==> config.mk <==
export PLATFORM = sky130hd
export DESIGN_NAME = alu_unit
export DESIGN_NICKNAME = d
export VERILOG_FILES = /design/src/exec_pkg.sv /design/src/alu_unit.sv
export VERILOG_INCLUDE_DIRS = /design/src
export SDC_FILE = /design/constraint.sdc
export NUM_CORES = 1
export LEC_CHECK = 0
export BUFFER_PORTS_ARGS = -buffer_cell sky130_fd_sc_hd__buf_4
export CAP_MARGIN = 25
export CORE_MARGIN = 2
export CORE_UTILIZATION = 55
export CTS_CLUSTER_DIAMETER = 150
export CTS_CLUSTER_SIZE = 25
export DETAILED_ROUTE_END_ITERATION = 10
export PLACE_DENSITY = 0.8
export SLEW_MARGIN = 20
export SYNTH_ARGS = -nofsm -noshare
export SYNTH_HDL_FRONTEND = slang
export SYNTH_SLANG_ARGS = --single-unit
==> constraint.sdc <==
create_clock -name clk -period 10.6 [get_ports clk]
set_clock_uncertainty 0.15 [all_clocks]
set_input_delay 2.12 -clock clk [delete_from_list [all_inputs] [get_ports clk]]
set_output_delay 2.12 -clock clk [all_outputs]
set_load 0.01 [all_outputs]
==> src/exec_defines.svh <==
`ifndef EXEC_DEFINES_SVH
`define EXEC_DEFINES_SVH

//////////////////////////////////////////////////
// Datapath sizes
//////////////////////////////////////////////////

// Integer data word
`define EXEC_XLEN 32

// Physical register tag, one of 64 entries
`define EXEC_TAG_W 6

// Size of the physical register file
`define EXEC_NUM_PREGS 64

//////////////////////////////////////////////////
// Execute resources
//////////////////////////////////////////////////

// ALU functional units, one writeback lane each
`define EXEC_NUM_ALUS 3

// Shift amount field taken from imm[4:0]
`define EXEC_SHAMT_W 5

`endif

==> src/exec_pkg.sv <==
`include "exec_defines.svh"

package exec_pkg;

    //////////////////////////////////////////////////
    // Encodings
    //////////////////////////////////////////////////

    // Opcode values as decoded by the issue stage
    typedef enum logic [3:0] {
        ALU_NOP  = 4'd0,
        ALU_ADD  = 4'd1,
        ALU_ADDI = 4'd2,
        ALU_LUI  = 4'd3,
        ALU_ORI  = 4'd4,
        ALU_XOR  = 4'd5,
        ALU_SRAI = 4'd6,
        ALU_LB   = 4'd7,
        ALU_LW   = 4'd8,
        ALU_SB   = 4'd9,
        ALU_SW   = 4'd10
    } alu_op_e;

    // Per-unit sequencing
    typedef enum logic [1:0] {
        IDLE  = 2'd0,
        SHIFT = 2'd1,
        DONE  = 2'd2
    } unit_state_e;

    //////////////////////////////////////////////////
    // Bundles
    //////////////////////////////////////////////////

    // Micro-op from the issue stage, 54 bits
    typedef struct packed {
        alu_op_e                 op;
        logic [`EXEC_TAG_W-1:0]  src1;
        logic [`EXEC_TAG_W-1:0]  src2;
        logic [`EXEC_XLEN-1:0]   imm;
        logic [`EXEC_TAG_W-1:0]  dest;
    } uop_t;

    // Operands broadcast to all units, 108 bits
    typedef struct packed {
        alu_op_e                 op;
        logic [`EXEC_XLEN-1:0]   opa;
        logic [`EXEC_XLEN-1:0]   opb;
        logic [`EXEC_XLEN-1:0]   imm;
        logic [`EXEC_TAG_W-1:0]  dest;
        logic                    is_mem;
        logic                    rsvd;
    } exec_operands_t;

    // Writeback lane, data is the address when is_mem is set
    typedef struct packed {
        logic                    valid;
        logic                    is_mem;
        alu_op_e                 op;
        logic [`EXEC_TAG_W-1:0]  dest;
        logic [`EXEC_XLEN-1:0]   data;
    } wb_lane_t;

endpackage

==> src/alu_unit.sv <==
`timescale 1ns/1ns
`include "exec_defines.svh"

module alu_unit (
    input  logic                       clk,
    input  logic                       rstn,

    // Capture strobe from the selector
    input  logic                       dispatch,
    input  exec_pkg::exec_operands_t   operands,

    // High while a register result is pending
    output logic                       busy,
    output exec_pkg::wb_lane_t         lane
);

    import exec_pkg::*;

    unit_state_e                state;
    logic                       accept;
    logic [`EXEC_SHAMT_W-1:0]   issue_shamt;
    logic [`EXEC_XLEN-1:0]      issue_result;

    // Held micro-op
    alu_op_e                    hold_op;
    logic [`EXEC_TAG_W-1:0]     hold_dest;
    logic                       hold_mem;
    logic [`EXEC_XLEN-1:0]      hold_val;
    logic [`EXEC_SHAMT_W-1:0]   shift_cnt;

    // Lane register
    logic                       lane_valid;
    logic                       lane_mem;
    alu_op_e                    lane_op;
    logic [`EXEC_TAG_W-1:0]     lane_dest;
    logic [`EXEC_XLEN-1:0]      lane_data;

    // NOP dispatch leaves the unit idle
    assign accept      = dispatch && (operands.op != ALU_NOP);
    assign issue_shamt = operands.imm[`EXEC_SHAMT_W-1:0];

    //////////////////////////////////////////////////
    // Single-cycle compute
    //////////////////////////////////////////////////

    always_comb begin
        case (operands.op)
            ALU_ADD:  issue_result = operands.opa + operands.opb;
            ALU_ADDI: issue_result = operands.opa + operands.imm;
            ALU_LUI:  issue_result = operands.imm;
            ALU_ORI:  issue_result = operands.opa | operands.imm;
            ALU_XOR:  issue_result = operands.opa ^ operands.opb;
            // Shifter start value
            ALU_SRAI: issue_result = operands.opa;
            // Memory ops: address only
            ALU_LB, ALU_LW, ALU_SB, ALU_SW: begin
                issue_result = operands.opa + operands.imm;
            end
            default:  issue_result = '0;
        endcase
    end

    //////////////////////////////////////////////////
    // Sequencing
    //////////////////////////////////////////////////

    always_ff @(posedge clk) begin
        if (!rstn) begin
            state <= IDLE;
        end else if (accept) begin
            // Zero shift behaves like any single-cycle op
            if ((operands.op == ALU_SRAI) && (issue_shamt != '0)) begin
                state <= SHIFT;
            end else begin
                state <= DONE;
            end
        end else begin
            case (state)
                SHIFT:   if (shift_cnt == 1) state <= DONE;
                DONE:    state <= IDLE;
                default: state <= IDLE;
            endcase
        end
    end

    // Operand hold and serial shifter, one bit per cycle
    always_ff @(posedge clk) begin
        if (accept) begin
            hold_op   <= operands.op;
            hold_dest <= operands.dest;
            hold_mem  <= operands.is_mem;
            hold_val  <= issue_result;
            shift_cnt <= issue_shamt;
        end else if (state == SHIFT) begin
            // Sign bit replicated
            hold_val  <= $signed(hold_val) >>> 1;
            shift_cnt <= shift_cnt - 1'b1;
        end
    end

    //////////////////////////////////////////////////
    // Writeback lane
    //////////////////////////////////////////////////

    // One-cycle valid pulse after DONE
    always_ff @(posedge clk) begin
        if (!rstn) begin
            lane_valid <= 1'b0;
        end else begin
            lane_valid <= (state == DONE);
        end
    end

    always_ff @(posedge clk) begin
        if (state == DONE) begin
            lane_mem  <= hold_mem;
            lane_op   <= hold_op;
            lane_dest <= hold_dest;
            lane_data <= hold_val;
        end
    end

    assign lane = '{valid: lane_valid, is_mem: lane_mem, op: lane_op,
                    dest: lane_dest, data: lane_data};

    // Memory ops pass through without occupying the unit
    assign busy = (state != IDLE) && !hold_mem;

endmodule

# Yosys cells after proc, flatten, opt, wreduce, memory -nomap -nowiden
# Cells that the tools add are included.
# Widths: inputs -> output; s select.
dict set report op_classes {
  n_addsub 3
  n_bitwise 2
  reduce_logical 9
  mux 9
  n_eq_ne 14
}
# op n
set op_table {}
lappend op_table {{$pmux 32 s6} 1}
lappend op_table {{$add 32x32->32} 2}
lappend op_table {{$mux 32} 1}
lappend op_table {{$or 32x32->32} 1}
lappend op_table {{$xor 32x32->32} 1}
lappend op_table {{$mux 31} 1}
lappend op_table {{$eq 4x3->1 const B} 4}
lappend op_table {{$eq 4x4->1 const B} 3}
lappend op_table {{$mux 5} 2}
lappend op_table {{$eq 4x2->1 const B} 2}
lappend op_table {{$mux 2} 4}
lappend op_table {{$eq 5x1->1 const B} 1}
lappend op_table {{$reduce_bool 5->1} 1}
lappend op_table {{$reduce_or 5->1} 1}
lappend op_table {{$sub 5x1->5 const B} 1}
lappend op_table {{$eq 4x1->1 const B} 1}
lappend op_table {{$reduce_bool 2->1} 2}
lappend op_table {{$reduce_bool 4->1} 1}
lappend op_table {{$logic_and 1x1->1} 3}
lappend op_table {{$ne 3x3->1 const B} 1}
lappend op_table {{$eq 2x1->1 const B} 1}
lappend op_table {{$eq 2x2->1 const B} 1}
lappend op_table {{$logic_not 1->1} 1}
dict set report totals {
  out_inout_bits 45
  regBits 94
  input_bits 111
}

# Logic depth before layout (Yosys ltp)
# Gate-level depths: netlist (run 1).
dict set report depth {
  ltp_word 4
  mapped_depth 14
  ltp_nobuf 12
}

# Worst setup path before layout (run 1)
# OpenSTA, ideal clock, no wires.
dict set report synth_timing {
  kind {input to register}
  from {input port operands[104] (netlist name)}
  to {register hold_val[26], data pin}
  setup_slack_ns 4.898
  t_arrival_ns 5.293
  setup_time_ns 0.260
  cell_stages 14
  path_cell_list {buf_2 > and2_4 > o31ai_4 > clkbuf_1 > mux2_2 > ha_1 > fa_1 > nand3_1 > a21oi_1 > and3b_1 > o21ai_1 > a41oi_1 > mux2i_1 > nand2_1}
}
dict set report synth_via {
  elab_chain_len 4
  elab_cells_between_ends 15
  cone_classes {eq/ne (10); mux (2); reduce/logical (3)}
}
# item line_no
set synth_lines {}
lappend synth_lines {{start: declaration} alu_unit.sv:10} ;# input exec_pkg::exec_operands_t operands,
lappend synth_lines {{$eq 4x3->1, or another cell as far along} alu_unit.sv:47} ;# case (operands.op)
lappend synth_lines {{$reduce_or 5->1 (no line)} n/a}
lappend synth_lines {{$pmux 32 s6} alu_unit.sv:47}
lappend synth_lines {{$mux 32 (*)} alu_unit.sv:88} ;# if (accept) begin
lappend synth_lines {{end signal: assignment} alu_unit.sv:92} ;# hold_val <= issue_result;
lappend synth_lines {{end signal: assignment} alu_unit.sv:96} ;# hold_val <= $signed(hold_val) >>> 1;
lappend synth_lines {{end: declaration} alu_unit.sv:28} ;# logic [`EXEC_XLEN-1:0] hold_val;
# Every way passes the cells marked *; elsewhere a longest branch is shown, timed or not. The select of a mux whose other input is x is not followed.
# A chain may end at the register's enable or synchronous reset.

# Worst setup path in the final report (run 1)
dict set report layout_timing {
  from {input port operands[105] (netlist name)}
  to {register hold_val[26], data pin}
}
# Same word-level chain as after synthesis.

==> results of run 1 <==
-- power by group through the flow --
stage / clock (uW) / sequential, uW / combinational (uW)
final: 316 / 464 / 313
after global routing: 332 / 467 / 341
after CTS: 319 / 464 / 308
after detailed placement: 0 / 473 / 306
after global placement: 0 / 470 / 297
after floorplan: 0 / 473 / 194
-- per-layer routing --
layer  GRT usage [%]  wire, um
met1           35.88      7237
met5               0         0
met3           3.402      1424
met4           10.57       446
met2           45.38      8483
-- kinds of logic after synthesis --
| family | after synthesis | synth area share, % |
|---|---|---|
| AO/OA/AOI/OAI | 193 | 22.33 |
| AND/OR/NAND/NOR | 133 | 10.11 |
| flip-flops | 94 | 43.22 |
| XOR/XNOR | 56 | 7.591 |
| adder cells (fa/ha/maj) | 41 | 8.056 |
| buffers and inverters | 40 | 2.517 |
| multiplexers | 36 | 6.177 |
-- state kept, by name, summed over array words and instances (netlist names) --
name	flops
hold_dest	6
lane_data	32
hold_val	32
lane_dest	6
lane_op	4
hold_op	4
lane_valid	1
state	2
hold_mem	1
shift_cnt	5
lane_mem	1
-- worst reg2reg max path, stage by stage (launching register included) --
cell and delay, ns:
dfxtp_1 0.40, nand2b_1 0.11, nand2_1 0.42, buf_4 0.46
-- area by class of cell --
class	count	area, um^2	area share [%]
multi-input cells	459	3531	43.78
flip-flops and latches	94	2793	34.63
repair buffers	164	1239	15.36
clock buffers	9	225.2	2.792
well taps	143	178.9	2.218
clock inverters	7	61.31	0.7602
inverters	10	37.54	0.4654
-- path summary, 6_finish.rpt --
check,end,slack (ns),from,depth (start not counted)
max,hold_val[26],4.22,operands[105],14
min,lane_op[3],0.27,hold_op[3],0
max reg2reg,hold_val[16],8.69,state[0],3
min reg2reg,lane_op[3],0.27,hold_op[3],0
-- per-stage QoR --
stage,area [um^2],setup WS (ns)
6_report,8065,4.224
5_1_grt,8065,4.041
4_1_cts,8050,4.230
3_5_place_dp,7764,3.882
3_3_place_gp,7756,3.901
2_1_floorplan,6461,4.898
-- placed cells by master (no fill, tap or decap), types with 5 or more instances in the layout --
master     netlist  final
a21o_1          14     14
a222oi_1        31     31
o21ai_0         23     23
o21bai_1         6      6
mux2i_1          5      5
o21ai_1          9      9
edfxtp_1        91     91
clkbuf_16        0      9
nor3_1           8      8
a31oi_1          5      5
xnor2_1          8      8
xor2_1          48     48
a22o_1           7      7
a21oi_1         42     42
buf_4            2    163
nand3_1         13     13
o211ai_1         6      6
ha_1            40     40
mux2_2          31     31
nor2_1          32     30
nand2_1         45     45
inv_1           10     10
o221ai_1        13     13
==> results by group, run 1 <==
Run status
  • Run status: finished clean

Worst setup path
  • CP peak stage delay: 0.66 ns
  • CP startpoint kind: input pin
  • Required time of the worst setup path: 10.55 ns
  • Ordered list of cells on the worst path: buf_4 > and2_4 > o31ai_4 > buf_4 > mux2_2 > ha_1 > fa_1 > nand3_1 > a21oi_1 > and3b_1 > o21ai_1 > a41oi_1 > mux2i_1 > nand2_1
  • Slowest CP cell: o31ai_4
  • CP dominant cell by count: buf_4
  • Kind of cell adding the most delay to the critical path: compound AO/OA/AOI/OAI gates
  • Kind of critical path: input pin to flop
  • Endpoint kind of the worst setup timing path: flop
  • Count of buffering cells on the critical path with inverters included: 2
  • Arrival @ worst endpoint: 6.32 ns
  • Maximum fanout along the worst path: 21

Routing
  • DRC violation count after routing: 0
  • Total Routed Length: 17.59 mm
  • Iteration count of the initial detailed-routing pass: 8
  • Count of antenna-violating nets left after detailed routing: 0
  • Via count: 5753
  • Iter 0 DRT Violations: 496
  • Drt via density: 6.493
  • Detail-routed net length per standard cell: 19.86 um

Floorplan
  • Width of the die: 112.4 um
  • Core Footprint: 11420 um^2
  • Die extent in y: 112.4 um
  • I/O Pins: 156
  • Number of rows in the core area: 39
  • Area enclosed by the die boundary: 12630 um^2
  • Initial cell density of the core: 56.59%

STA
  • TNS Setup: 0 ns
  • RSZ-0062 raised after global routing: false
  • Max Fclk: 0.1568 GHz
  • Final critical delay including setup and external delays: 6.376 ns
  • Count of final max-slew check failures: 0
  • Slew at the pin closest to its max-slew limit: 0.9153 ns
  • Final Setup Violations: 0
  • Min Hold Slack: 0.2719 ns
  • Number of hold-slack violations in the final timing report: 0
  • Ratio of final minimum period to clock period: 60.15%
  • Worst rel slew slack: 38.91%

Power and ir drop
  • Overall power after layout: 1093 uW
  • Sequential group share of total power: 42.4%
  • PwrDens: 135.6 nW/um^2
  • Total internal power: 753.7 uW
  • Fraction of power consumed by combinational cells: 28.6%
  • Net switching power figure: 339.6 uW
  • Clock network power share: 28.9%
  • Switching share of power: 31.06%
  • Static Leak: 0.003296 uW
  • Worst vdd rail ir drop: 0.0001065 V

Finish
  • Area overhead of the layout relative to synthesis: 24.83%
  • Fraction of final layout cells with drive strength greater than 1: 30.55%
  • Net count, final: 890
  • Non-Filler Instances: 886
  • Utilization after layout: 70.63%
  • Total inserted antenna cells: 0
  • FILL cells: 838

Synthesis
  • Sequential element share of the synthesized area: 43.22%
  • Number of instances in the synthesized netlist: 593
  • Post-synth ARST share: 0%
  • Flip-flop and latch count after synthesis: 94
  • Largest area contributor in the synthesized netlist: edfxtp_1
  • Yosys warnings: 0
  • Commonest register cell after synthesis: edfxtp_1
  • Synthesized net count: 745
  • Cell types occupying the most area after synthesis: edfxtp_1 (42%), ha_1 (7.7%), xor2_1 (6.5%)
  • Cell with the most instances after synthesis: edfxtp_1
  • EDFF count, synth: 91
  • Post-synthesis instance area: 6461 um^2
  • Yosys cell types: 70
  • Area share of the largest cell type after synthesis: 42.29%
  • Post-synthesis average cell area: 10.90 um^2
  • Most frequent cells after synthesis: edfxtp_1 (91), xor2_1 (48), nand2_1 (45), a21oi_1 (42), ha_1 (40)

Clock network
  • Cell at the root of the clock tree: clkbuf_16
  • Longest Clk Path Bufs: 2
  • Number of buffers inserted by post-CTS setup repair: 0
  • CTS H-Tree Depth: 3
  • TritonCTS sink count: 94
  • Clock latency on the worst-skew pair: 0.35 ns
  • Clock slew at reported path FFs: 0.07 ns
  • Gates resized, CTS repair: 0
  • TritonCTS buffer count: 9
  • Hold buffer count at CTS: 0
  • Clock tree from TritonCTS: yes

Global routing
  • Wire length of the first global-routing pass: 27.43 mm
  • Final global-route overflow total: 0
  • Pin count of the biggest net entering global routing: 39
  • Number of antenna violations at the first check in global routing: 0
  • Overall Global Routing Usage: 27.02%
  • Number of global-route vias before repair: 5461

Place
  • Post-DP HPWL: 12.90 mm
  • Count of buffers inserted at the top-level ports: 154
  • Placed cell count: 869
  • Final weighted congestion in routability-driven placement: 0.9211

Hold path
  • Class of the tightest hold or removal check: flop to flop

Run
  • Max-cap check violation count: 0
(Power assumes the default switching activity.)
==> run 2: changes to the inputs <==
ABC_AREA = 1   (was default)
PLACE_DENSITY = 0.78   (was 0.8)
clock period = 6.2 ns   (was 10.6 ns; I/O delays follow)
==> run 2 against run 1 <==
  * Sequential share of layout area fell by 3.4 points
  * Clock-buffer cell count rose by 1
  * Die area rose by 12%
  * Setup slack got worse by 2.4 ns
  * Hold slack got worse by 0.0050 ns
  * Power rose by 82%
  * Non-clock buffer count fell by 3
  * Largest cell class unchanged
  * Highest routed layer unchanged
==> results by group, run 2 <==
Run status
  • Run status: finished clean (unchanged)

Power and ir drop
  • Overall power after layout: 1987 uW (was 1093 uW)
  • Static Leak: 0.004541 uW (was 0.003296 uW)
  • Worst vdd rail ir drop: 0.0001648 V (was 0.0001065 V)
  • PwrDens: 222.5 nW/um^2 (was 135.6 nW/um^2)

Synthesis
  • Commonest register cell after synthesis: edfxtp_1 (unchanged)
  • Cell types occupying the most area after synthesis: edfxtp_1 (37%), nand2_1 (21%), inv_1 (7.5%) (was edfxtp_1 (42%), ha_1 (7.7%), xor2_1 (6.5%))
  • Main combinational cell family by area after synthesis: simple AND/OR/NAND/NOR gates (was compound AO/OA/AOI/OAI gates)
  • Post-synthesis compound-gate area fraction: 10.66% (was 22.33%)
  • Sequential element share of the synthesized area: 38.27% (was 43.22%)
  • Mux contribution to synthesized area: 0% (was 6.177%)
  • Synthesized net count: 1182 (was 745)
  • Post-synthesis instance area: 7298 um^2 (was 6461 um^2)
  • XOR/XNOR Fraction of Synth Area: 2.160% (was 7.591%)
  • Cell with the most instances after synthesis: nand2_1 (was edfxtp_1)
  • Post-synth ARST share: 0% (unchanged)
  • Most frequent cells after synthesis: nand2_1 (415), inv_1 (145), edfxtp_1 (91), nand3_1 (56), o21ai_0 (56) (was edfxtp_1 (91), xor2_1 (48), nand2_1 (45), a21oi_1 (42), ha_1 (40))
  • Largest area contributor in the synthesized netlist: edfxtp_1 (unchanged)
  • Number of instances in the synthesized netlist: 1030 (was 593)
  • Yosys cell types: 36 (was 70)
  • Flip-flop and latch count after synthesis: 94 (unchanged)
  • Post-Synth Simple-Gate Area: 32.32% (was 10.11%)
  • Area share of the largest cell type after synthesis: 37.44% (was 42.29%)
  • EDFF count, synth: 91 (unchanged)
  • Post-synthesis average cell area: 7.086 um^2 (was 10.90 um^2)
  • Area share of fa/ha/maj cells after synthesis: 7.132% (was 8.056%)
  • Yosys warnings: 0 (unchanged)

Clock network
  • Number of buffers inserted by post-CTS setup repair: 0 (unchanged)
  • Gates resized, CTS repair: 0 (unchanged)
  • Hold buffer count at CTS: 0 (unchanged)
  • TritonCTS sink count: 94 (unchanged)
  • TritonCTS buffer count: 9 (unchanged)
  • Clock tree from TritonCTS: yes (unchanged)
  • Longest Clk Path Bufs: 2 (unchanged)
  • Clock latency on the worst-skew pair: 0.34 ns (was 0.35 ns)
  • Clock slew at reported path FFs: 0.06 ns (was 0.07 ns)
  • CTS H-Tree Depth: 3 (unchanged)
  • Cell at the root of the clock tree: clkbuf_16 (unchanged)

Finish
  • Biggest regs: hold_val: 32 flops, lane_data: 32 flops (unchanged)
  • Most common cell after layout, fill and taps aside: nand2_1 (was buf_4)
  • Fraction of final layout cells with drive strength greater than 1: 16.24% (was 30.55%)
  • Net count, final: 1329 (was 890)
  • Top library cells by usage in the layout, fill and taps aside: nand2_1 (415), buf_4 (159), inv_1 (145), edfxtp_1 (91) (was buf_4 (163), edfxtp_1 (91), xor2_1 (48), nand2_1 (45), a21oi_1 (42))
  • Area overhead of the layout relative to synthesis: 22.39% (was 24.83%)
  • Total inserted antenna cells: 0 (unchanged)

Global routing
  • Final global-route overflow total: 0 (unchanged)
  • Number of global-route vias before repair: 6537 (was 5461)
  • Overall Global Routing Usage: 28.23% (was 27.02%)
  • Number of antenna violations at the first check in global routing: 0 (unchanged)
  • Wire length of the first global-routing pass: 31.88 mm (was 27.43 mm)
  • Pin count of the biggest net entering global routing: 47 (was 39)

Worst setup path
  • Kind of critical path: input pin to flop (unchanged)
  • Endpoint kind of the worst setup timing path: flop (unchanged)
  • Slowest CP cell: inv_2 (was o31ai_4)
  • Required time of the worst setup path: 6.14 ns (was 10.55 ns)
  • CP dominant cell by count: nand2_1 (was buf_4)
  • Maximum fanout along the worst path: 36 (was 21)
  • Arrival @ worst endpoint: 4.28 ns (was 6.32 ns)
  • CP startpoint kind: input pin (unchanged)
  • CP peak stage delay: 0.48 ns (was 0.66 ns)
  • Ordered list of cells on the worst path: buf_4 > inv_1 > o21ai_0 > nand2_2 > inv_2 > o21ai_0 > ha_1 > nand2_1 > nor2_1 > inv_1 > nor2_1 > nand4_1 > nand3_1 > nand2_1 > nand3_1 > nand2_1 > nand2_1 > nand2_1 (was buf_4 > and2_4 > o31ai_4 > buf_4 > mux2_2 > ha_1 > fa_1 > nand3_1 > a21oi_1 > and3b_1 > o21ai_1 > a41oi_1 > mux2i_1 > nand2_1)

STA
  • Worst rel slew slack: 43.16% (was 38.91%)
  • Number of hold-slack violations in the final timing report: 0 (unchanged)
  • Slew at the pin closest to its max-slew limit: 0.8516 ns (was 0.9153 ns)
  • Max Fclk: 0.2306 GHz
  • RSZ-0062 raised after global routing: false (unchanged)
  • Count of final max-slew check failures: 0 (unchanged)
  • TNS Setup: 0 ns (unchanged)
  • Final critical delay including setup and external delays: 4.336 ns
  • Ratio of final minimum period to clock period: 69.93%
  • Final Setup Violations: 0 (unchanged)

Place
  • Final weighted congestion in routability-driven placement: 0.9677 (was 0.9211)
  • Post-DP HPWL: 15.49 mm (was 12.90 mm)
  • Count of buffers inserted at the top-level ports: 154 (unchanged)

Hold path
  • Class of the tightest hold or removal check: flop to flop (unchanged)

Floorplan
  • I/O Pins: 156 (unchanged)
  • Number of rows in the core area: 42 (was 39)
  • Initial cell density of the core: 55.78% (was 56.59%)
  • Core Footprint: 13090 um^2 (was 11420 um^2)
  • Die extent in y: 119.2 um (was 112.4 um)
  • Width of the die: 119.2 um (was 112.4 um)
  • Area enclosed by the die boundary: 14210 um^2 (was 12630 um^2)

Routing
  • Detail-routed net length per standard cell: 14.58 um (was 19.86 um)
  • Via count: 7175 (was 5753)
  • Total Routed Length: 19.80 mm (was 17.59 mm)
  • Iteration count of the initial detailed-routing pass: 7 (was 8)
  • DRC violation count after routing: 0 (unchanged)
  • Iter 0 DRT Violations: 568 (was 496)
  • Drt via density: 5.284 (was 6.493)
  • Count of antenna-violating nets left after detailed routing: 0 (unchanged)

Run
  • Max-cap check violation count: 0 (unchanged)
==> run 2: changes by cell type after synthesis, sizes merged, moves of 14 or more <==
cell    before  now
inv         10  148
nor2        32   52
nand2       45  418
mux2        31    0
a222oi      31    0
xor2        48    7
o21ai       34   62
a221oi       0   23
nand3       14   58
nor3         8   22
==> run 2: worst paths after layout <==
path	start	to	slack [ns]	cells past startpoint
setup / recovery	operands[105]	hold_val[20]	1.86	18
hold reg to reg	hold_op[3]	lane_op[3]	0.27	0
hold / removal	hold_op[3]	lane_op[3]	0.27	0
setup reg to reg	state[0]	hold_val[26]	4.23	5
==> run 2: area by class of cell <==
class	instances	area, um^2
timing repair buffer	161	1232
multi-input combinational	762	3822
clock inverter	6	76.32
fill	1143	4153
sequential	94	2793
tap	176	220.2
clock buffer	10	229.0
inverter	149	559.3
==> run 2: power breakdown <==
group	internal [uW]	switching (uW)	total, uW
registers	769	20.7	790
clock network	348	212	561
logic	239	398	637
total	1360	631	1990
==> run 2: stage by stage <==
step                hold WS, ns  instances  setup WS [ns]  utilization [%]  instance area [um^2]
floorplan                0.2503       1030          2.152                -                  7298
global placement         0.2507       1340          1.562            65.63                  8588
detailed placement       0.2545       1342          1.533            65.93                  8627
CTS                      0.2670       1358          1.889            68.26                  8932
global route             0.2796       1358          1.472            68.26                  8932
finish                   0.2669       1358          1.864            68.26                  8932
==> run 2: cell families after synthesis <==
logic type	after synthesis
adder cells (fa/ha/maj)	41
buffers and inverters	174
XOR/XNOR	18
flip-flops	94
AND/OR/NAND/NOR	574
AO/OA/AOI/OAI	129
==> run 2: routing by layer <==
layer	vias to the layer above	track usage [%]	routed length [um]
li1	3658	-	-
met1	3229	39.86	9128
met2	251	45.55	9029
met3	37	2.826	1136
met4	0	9.747	503
met5	-	0	0
==> run 2: critical path, delay by kind of cell <==
kind	cells	cell delay, ns
buffers and inverters	4	0.74
and+or+nand+nor	11	1.42
AOI/OAI and AO/OA	2	0.45
adders and majority gates	1	0.41
==> run 3: changes to the inputs <==
CORE_UTILIZATION = 51   (was 55)
PLACE_DENSITY = 0.76   (was 0.78)
clock period = 3.55 ns   (was 6.2 ns; I/O delays follow)
==> run 3 against run 2 <==
  * Clock-buffer cell count up 1
  * Power rose by 77%
  * Combinational power up 100%
  * Via count grew 5.3%
  * Cell area up 6.8%
  * Final cell count is 6.5% higher
  * Register-to-register slack got worse by 2.7 ns
  * Sequential share of layout area decreased by 2.0 points
  * Clock power rose by 48%
  * Non-clock buffer count is 84 higher
  * Utilization is 0.21 points higher
  * Largest cell class unchanged
==> results by group, run 3 (synthesized netlist as in run 2, its figures left out) <==
STA
  • Worst rel slew slack: 55.35% (was 43.16%)
  • Final critical delay including setup and external delays: 3.308 ns
  • Final Setup Violations: 0 (unchanged)
  • Ratio of final minimum period to clock period: 93.17%
  • Slew at the pin closest to its max-slew limit: 0.6690 ns (was 0.8516 ns)
  • Count of final max-slew check failures: 0 (unchanged)
  • Max Fclk: 0.3023 GHz
  • Min Hold Slack: 0.2683 ns (was 0.2669 ns)
  • Number of hold-slack violations in the final timing report: 0 (unchanged)
  • TNS Setup: 0 ns (unchanged)

Routing
  • Iteration count of the initial detailed-routing pass: 5 (was 7)
  • Drt via density: 5.224 (was 5.284)
  • Detail-routed net length per standard cell: 14.89 um (was 14.58 um)
  • DRC violation count after routing: 0 (unchanged)
  • Iter 0 DRT Violations: 584 (was 568)
  • Via count: 7554 (was 7175)
  • Total Routed Length: 21.54 mm (was 19.80 mm)
  • Count of antenna-violating nets left after detailed routing: 0 (unchanged)

Worst setup path
  • Reg2reg setup slack: 1.50 ns (was 4.23 ns)
  • Crit. Startpoint: operands[106] (was operands[105])
  • Ordered list of cells on the worst path: buf_4 > nor2_1 > o21ai_1 > nand2_2 > buf_4 > o21ai_0 > fa_1 > nand3_1 > nand3_1 > nand2_1 > nand2_1 > nand2_1 > nand2_1 > nand2_1 > nand3_1 > nand3_1 > nand2_1 > nand2_1 > nand2_1 (was buf_4 > inv_1 > o21ai_0 > nand2_2 > inv_2 > o21ai_0 > ha_1 > nand2_1 > nor2_1 > inv_1 > nor2_1 > nand4_1 > nand3_1 > nand2_1 > nand3_1 > nand2_1 > nand2_1 > nand2_1)
  • Kind of critical path: input pin to flop (unchanged)
  • Arrival @ worst endpoint: 3.25 ns (was 4.28 ns)
  • Kind of cell adding the most delay to the critical path: simple AND/OR/NAND/NOR gates (unchanged)
  • End of the worst register-to-register path: hold_val[25] (was hold_val[26])
  • Path depth of the worst reg2reg path: 5 (unchanged)
  • Start of the worst register-to-register path: state[0] (unchanged)
  • Count of buffering cells on the critical path with inverters included: 2 (was 4)
  • Maximum fanout along the worst path: 18 (was 36)
  • Required time of the worst setup path: 3.49 ns (was 6.14 ns)
  • Endpoint kind of the worst setup timing path: flop (unchanged)
  • CP peak stage delay: 0.41 ns (was 0.48 ns)
  • Slowest CP cell: fa_1 (was inv_2)
  • CP startpoint kind: input pin (unchanged)
  • CP dominant cell by count: nand2_1 (unchanged)

Finish
  • FILL cells: 1191 (was 1143)
  • Area of combinational cells with multiple inputs: 3829 um^2 (was 3822 um^2)
  • Biggest regs: hold_val: 32 flops, lane_data: 32 flops (unchanged)
  • Register area: 2793 um^2 (unchanged)
  • Final std cell area, no fill: 9542 um^2 (was 8932 um^2)
  • Net count, final: 1413 (was 1329)
  • Fraction of final layout cells with drive strength greater than 1: 22.04% (was 16.24%)
  • Most common cell after layout, fill and taps aside: nand2_1 (unchanged)
  • Top library cells by usage in the layout, fill and taps aside: nand2_1 (415), buf_4 (242), inv_1 (145), edfxtp_1 (91), nand3_1 (56) (was nand2_1 (415), buf_4 (159), inv_1 (145), edfxtp_1 (91))
  • Area overhead of the layout relative to synthesis: 30.74% (was 22.39%)
  • Total inserted antenna cells: 0 (unchanged)

Power and ir drop
  • Clock network power share: 23.7% (was 28.2%)
  • PwrDens: 368.0 nW/um^2 (was 222.5 nW/um^2)
  • Static Leak: 0.004931 uW (was 0.004541 uW)
  • Fraction of power consumed by combinational cells: 36.9% (was 32.0%)
  • Net switching power figure: 1148 uW (was 630.9 uW)
  • Worst vdd rail ir drop: 0.0003118 V (was 0.0001648 V)
  • Total internal power: 2364 uW (was 1356 uW)
  • Sequential group share of total power: 39.4% (was 39.8%)
  • Switching share of power: 32.69% (was 31.74%)

Floorplan
  • Area enclosed by the die boundary: 15280 um^2 (was 14210 um^2)
  • Core Footprint: 13930 um^2 (was 13090 um^2)
  • I/O Pins: 156 (unchanged)
  • Number of rows in the core area: 43 (was 42)
  • Initial cell density of the core: 52.37% (was 55.78%)
  • Width of the die: 123.6 um (was 119.2 um)
  • Die extent in y: 123.6 um (was 119.2 um)

Hold path
  • Worst hold path cell count: 0 (unchanged)
  • Class of the tightest hold or removal check: flop to flop (unchanged)
  • Hold wc startpoint: hold_dest[5] (was hold_op[3])
  • Hold-critical path endpoint: lane_dest[5] (was lane_op[3])

Clock network
  • TritonCTS buffer count: 9 (unchanged)
  • Longest Clk Path Bufs: 2 (unchanged)
  • Clock tree from TritonCTS: yes (unchanged)
  • Hold buffer count at CTS: 0 (unchanged)
  • TritonCTS sink count: 94 (unchanged)
  • Cell at the root of the clock tree: clkbuf_16 (unchanged)
  • Clock latency on the worst-skew pair: 0.34 ns (about the same)
  • Clock slew at reported path FFs: 0.06 ns (about the same)
  • CTS H-Tree Depth: 3 (unchanged)

Run status
  • Run status: finished clean (unchanged)

Place
  • Count of buffers inserted at the top-level ports: 154 (unchanged)
  • Total placed instance area: 9246 um^2 (was 8627 um^2)
  • Post-DP HPWL: 17.22 mm (was 15.49 mm)
  • Final weighted congestion in routability-driven placement: 0.9540 (was 0.9677)

Global routing
  • Pin count of the biggest net entering global routing: 47 (unchanged)
  • Number of antenna violations at the first check in global routing: 0 (unchanged)
  • Wire length of the first global-routing pass: 34.00 mm (was 31.88 mm)
  • Number of global-route vias before repair: 6886 (was 6537)
  • Final global-route overflow total: 0 (unchanged)
  • Overall Global Routing Usage: 28.89% (was 28.23%)

Run
  • Max-cap check violation count: 0 (unchanged)
-- run 3: changes by cell type in the layout (fill, tap and decap cells not counted), sizes merged --
cell / change
buf: +84
bufinv: -2
clkbuf: +1
clkinvlp: +1
-- run 3: metrics by stage --
step,util [%],total power (uW),setup WS (ns),cells
CTS,68.21,3495,0.1575,1442
floorplan,-,2103,0.03199,1030
finish,68.47,3512,0.2424,1446
global placement,66.21,2637,-0.08567,1425
detailed placement,66.36,2663,-0.1837,1426
global route,68.47,3730,-0.01556,1446
-- run 3: metal layers --
layer | up-vias | wire length (um) | track usage (%)
met3 | 28 | 1582 | 3.755
met1 | 3404 | 9336 | 39.50
li1 | 3820 | - | -
met2 | 302 | 10160 | 48.11
met4 | 0 | 457 | 8.381
met5 | - | 0 | 0
-- run 3: worst max path at each step --
stage                         to  slack (ns)  depth (start not counted)
detailed placement  hold_val[22]       -0.18                         20
finish              hold_val[30]        0.24                         19
global placement    hold_val[22]       -0.09                         20
global route        hold_val[20]       -0.02                         20
floorplan            hold_val[8]        0.03                         17
CTS                 hold_val[30]        0.16                         20
-- run 3: worst register-to-register path, stage by stage, from the launching register on --
cell and delay, ns:
dfxtp_1 0.38, inv_1 0.08, nor2_1 0.15, nor2_1 0.07, inv_1 0.49, buf_4 0.40
-- run 3: area by class of cell --
cell class	count	area share (%)
flip-flops and latches	94	29.27
clock inverters	5	0.2754
repair buffers	245	19.67
clock buffers	11	2.439
well taps	180	2.360
multi-input cells	762	40.13
inverters	149	5.862
-- run 3: power groups by stage --
stage	clock network, uW	registers (uW)	logic (uW)
2_1_floorplan	0	1410	695
3_3_place_gp	0	1400	1240
3_5_place_dp	0	1400	1260
4_1_cts	842	1380	1270
5_1_grt	891	1390	1450
6_report	833	1380	1300
-- run 3: timing repair --
action / 4_1_cts / 5_1_grt
buffers inserted: 0 / 4
resized for setup: 0 / 3
endpoints found under the setup margin: 0 / 18
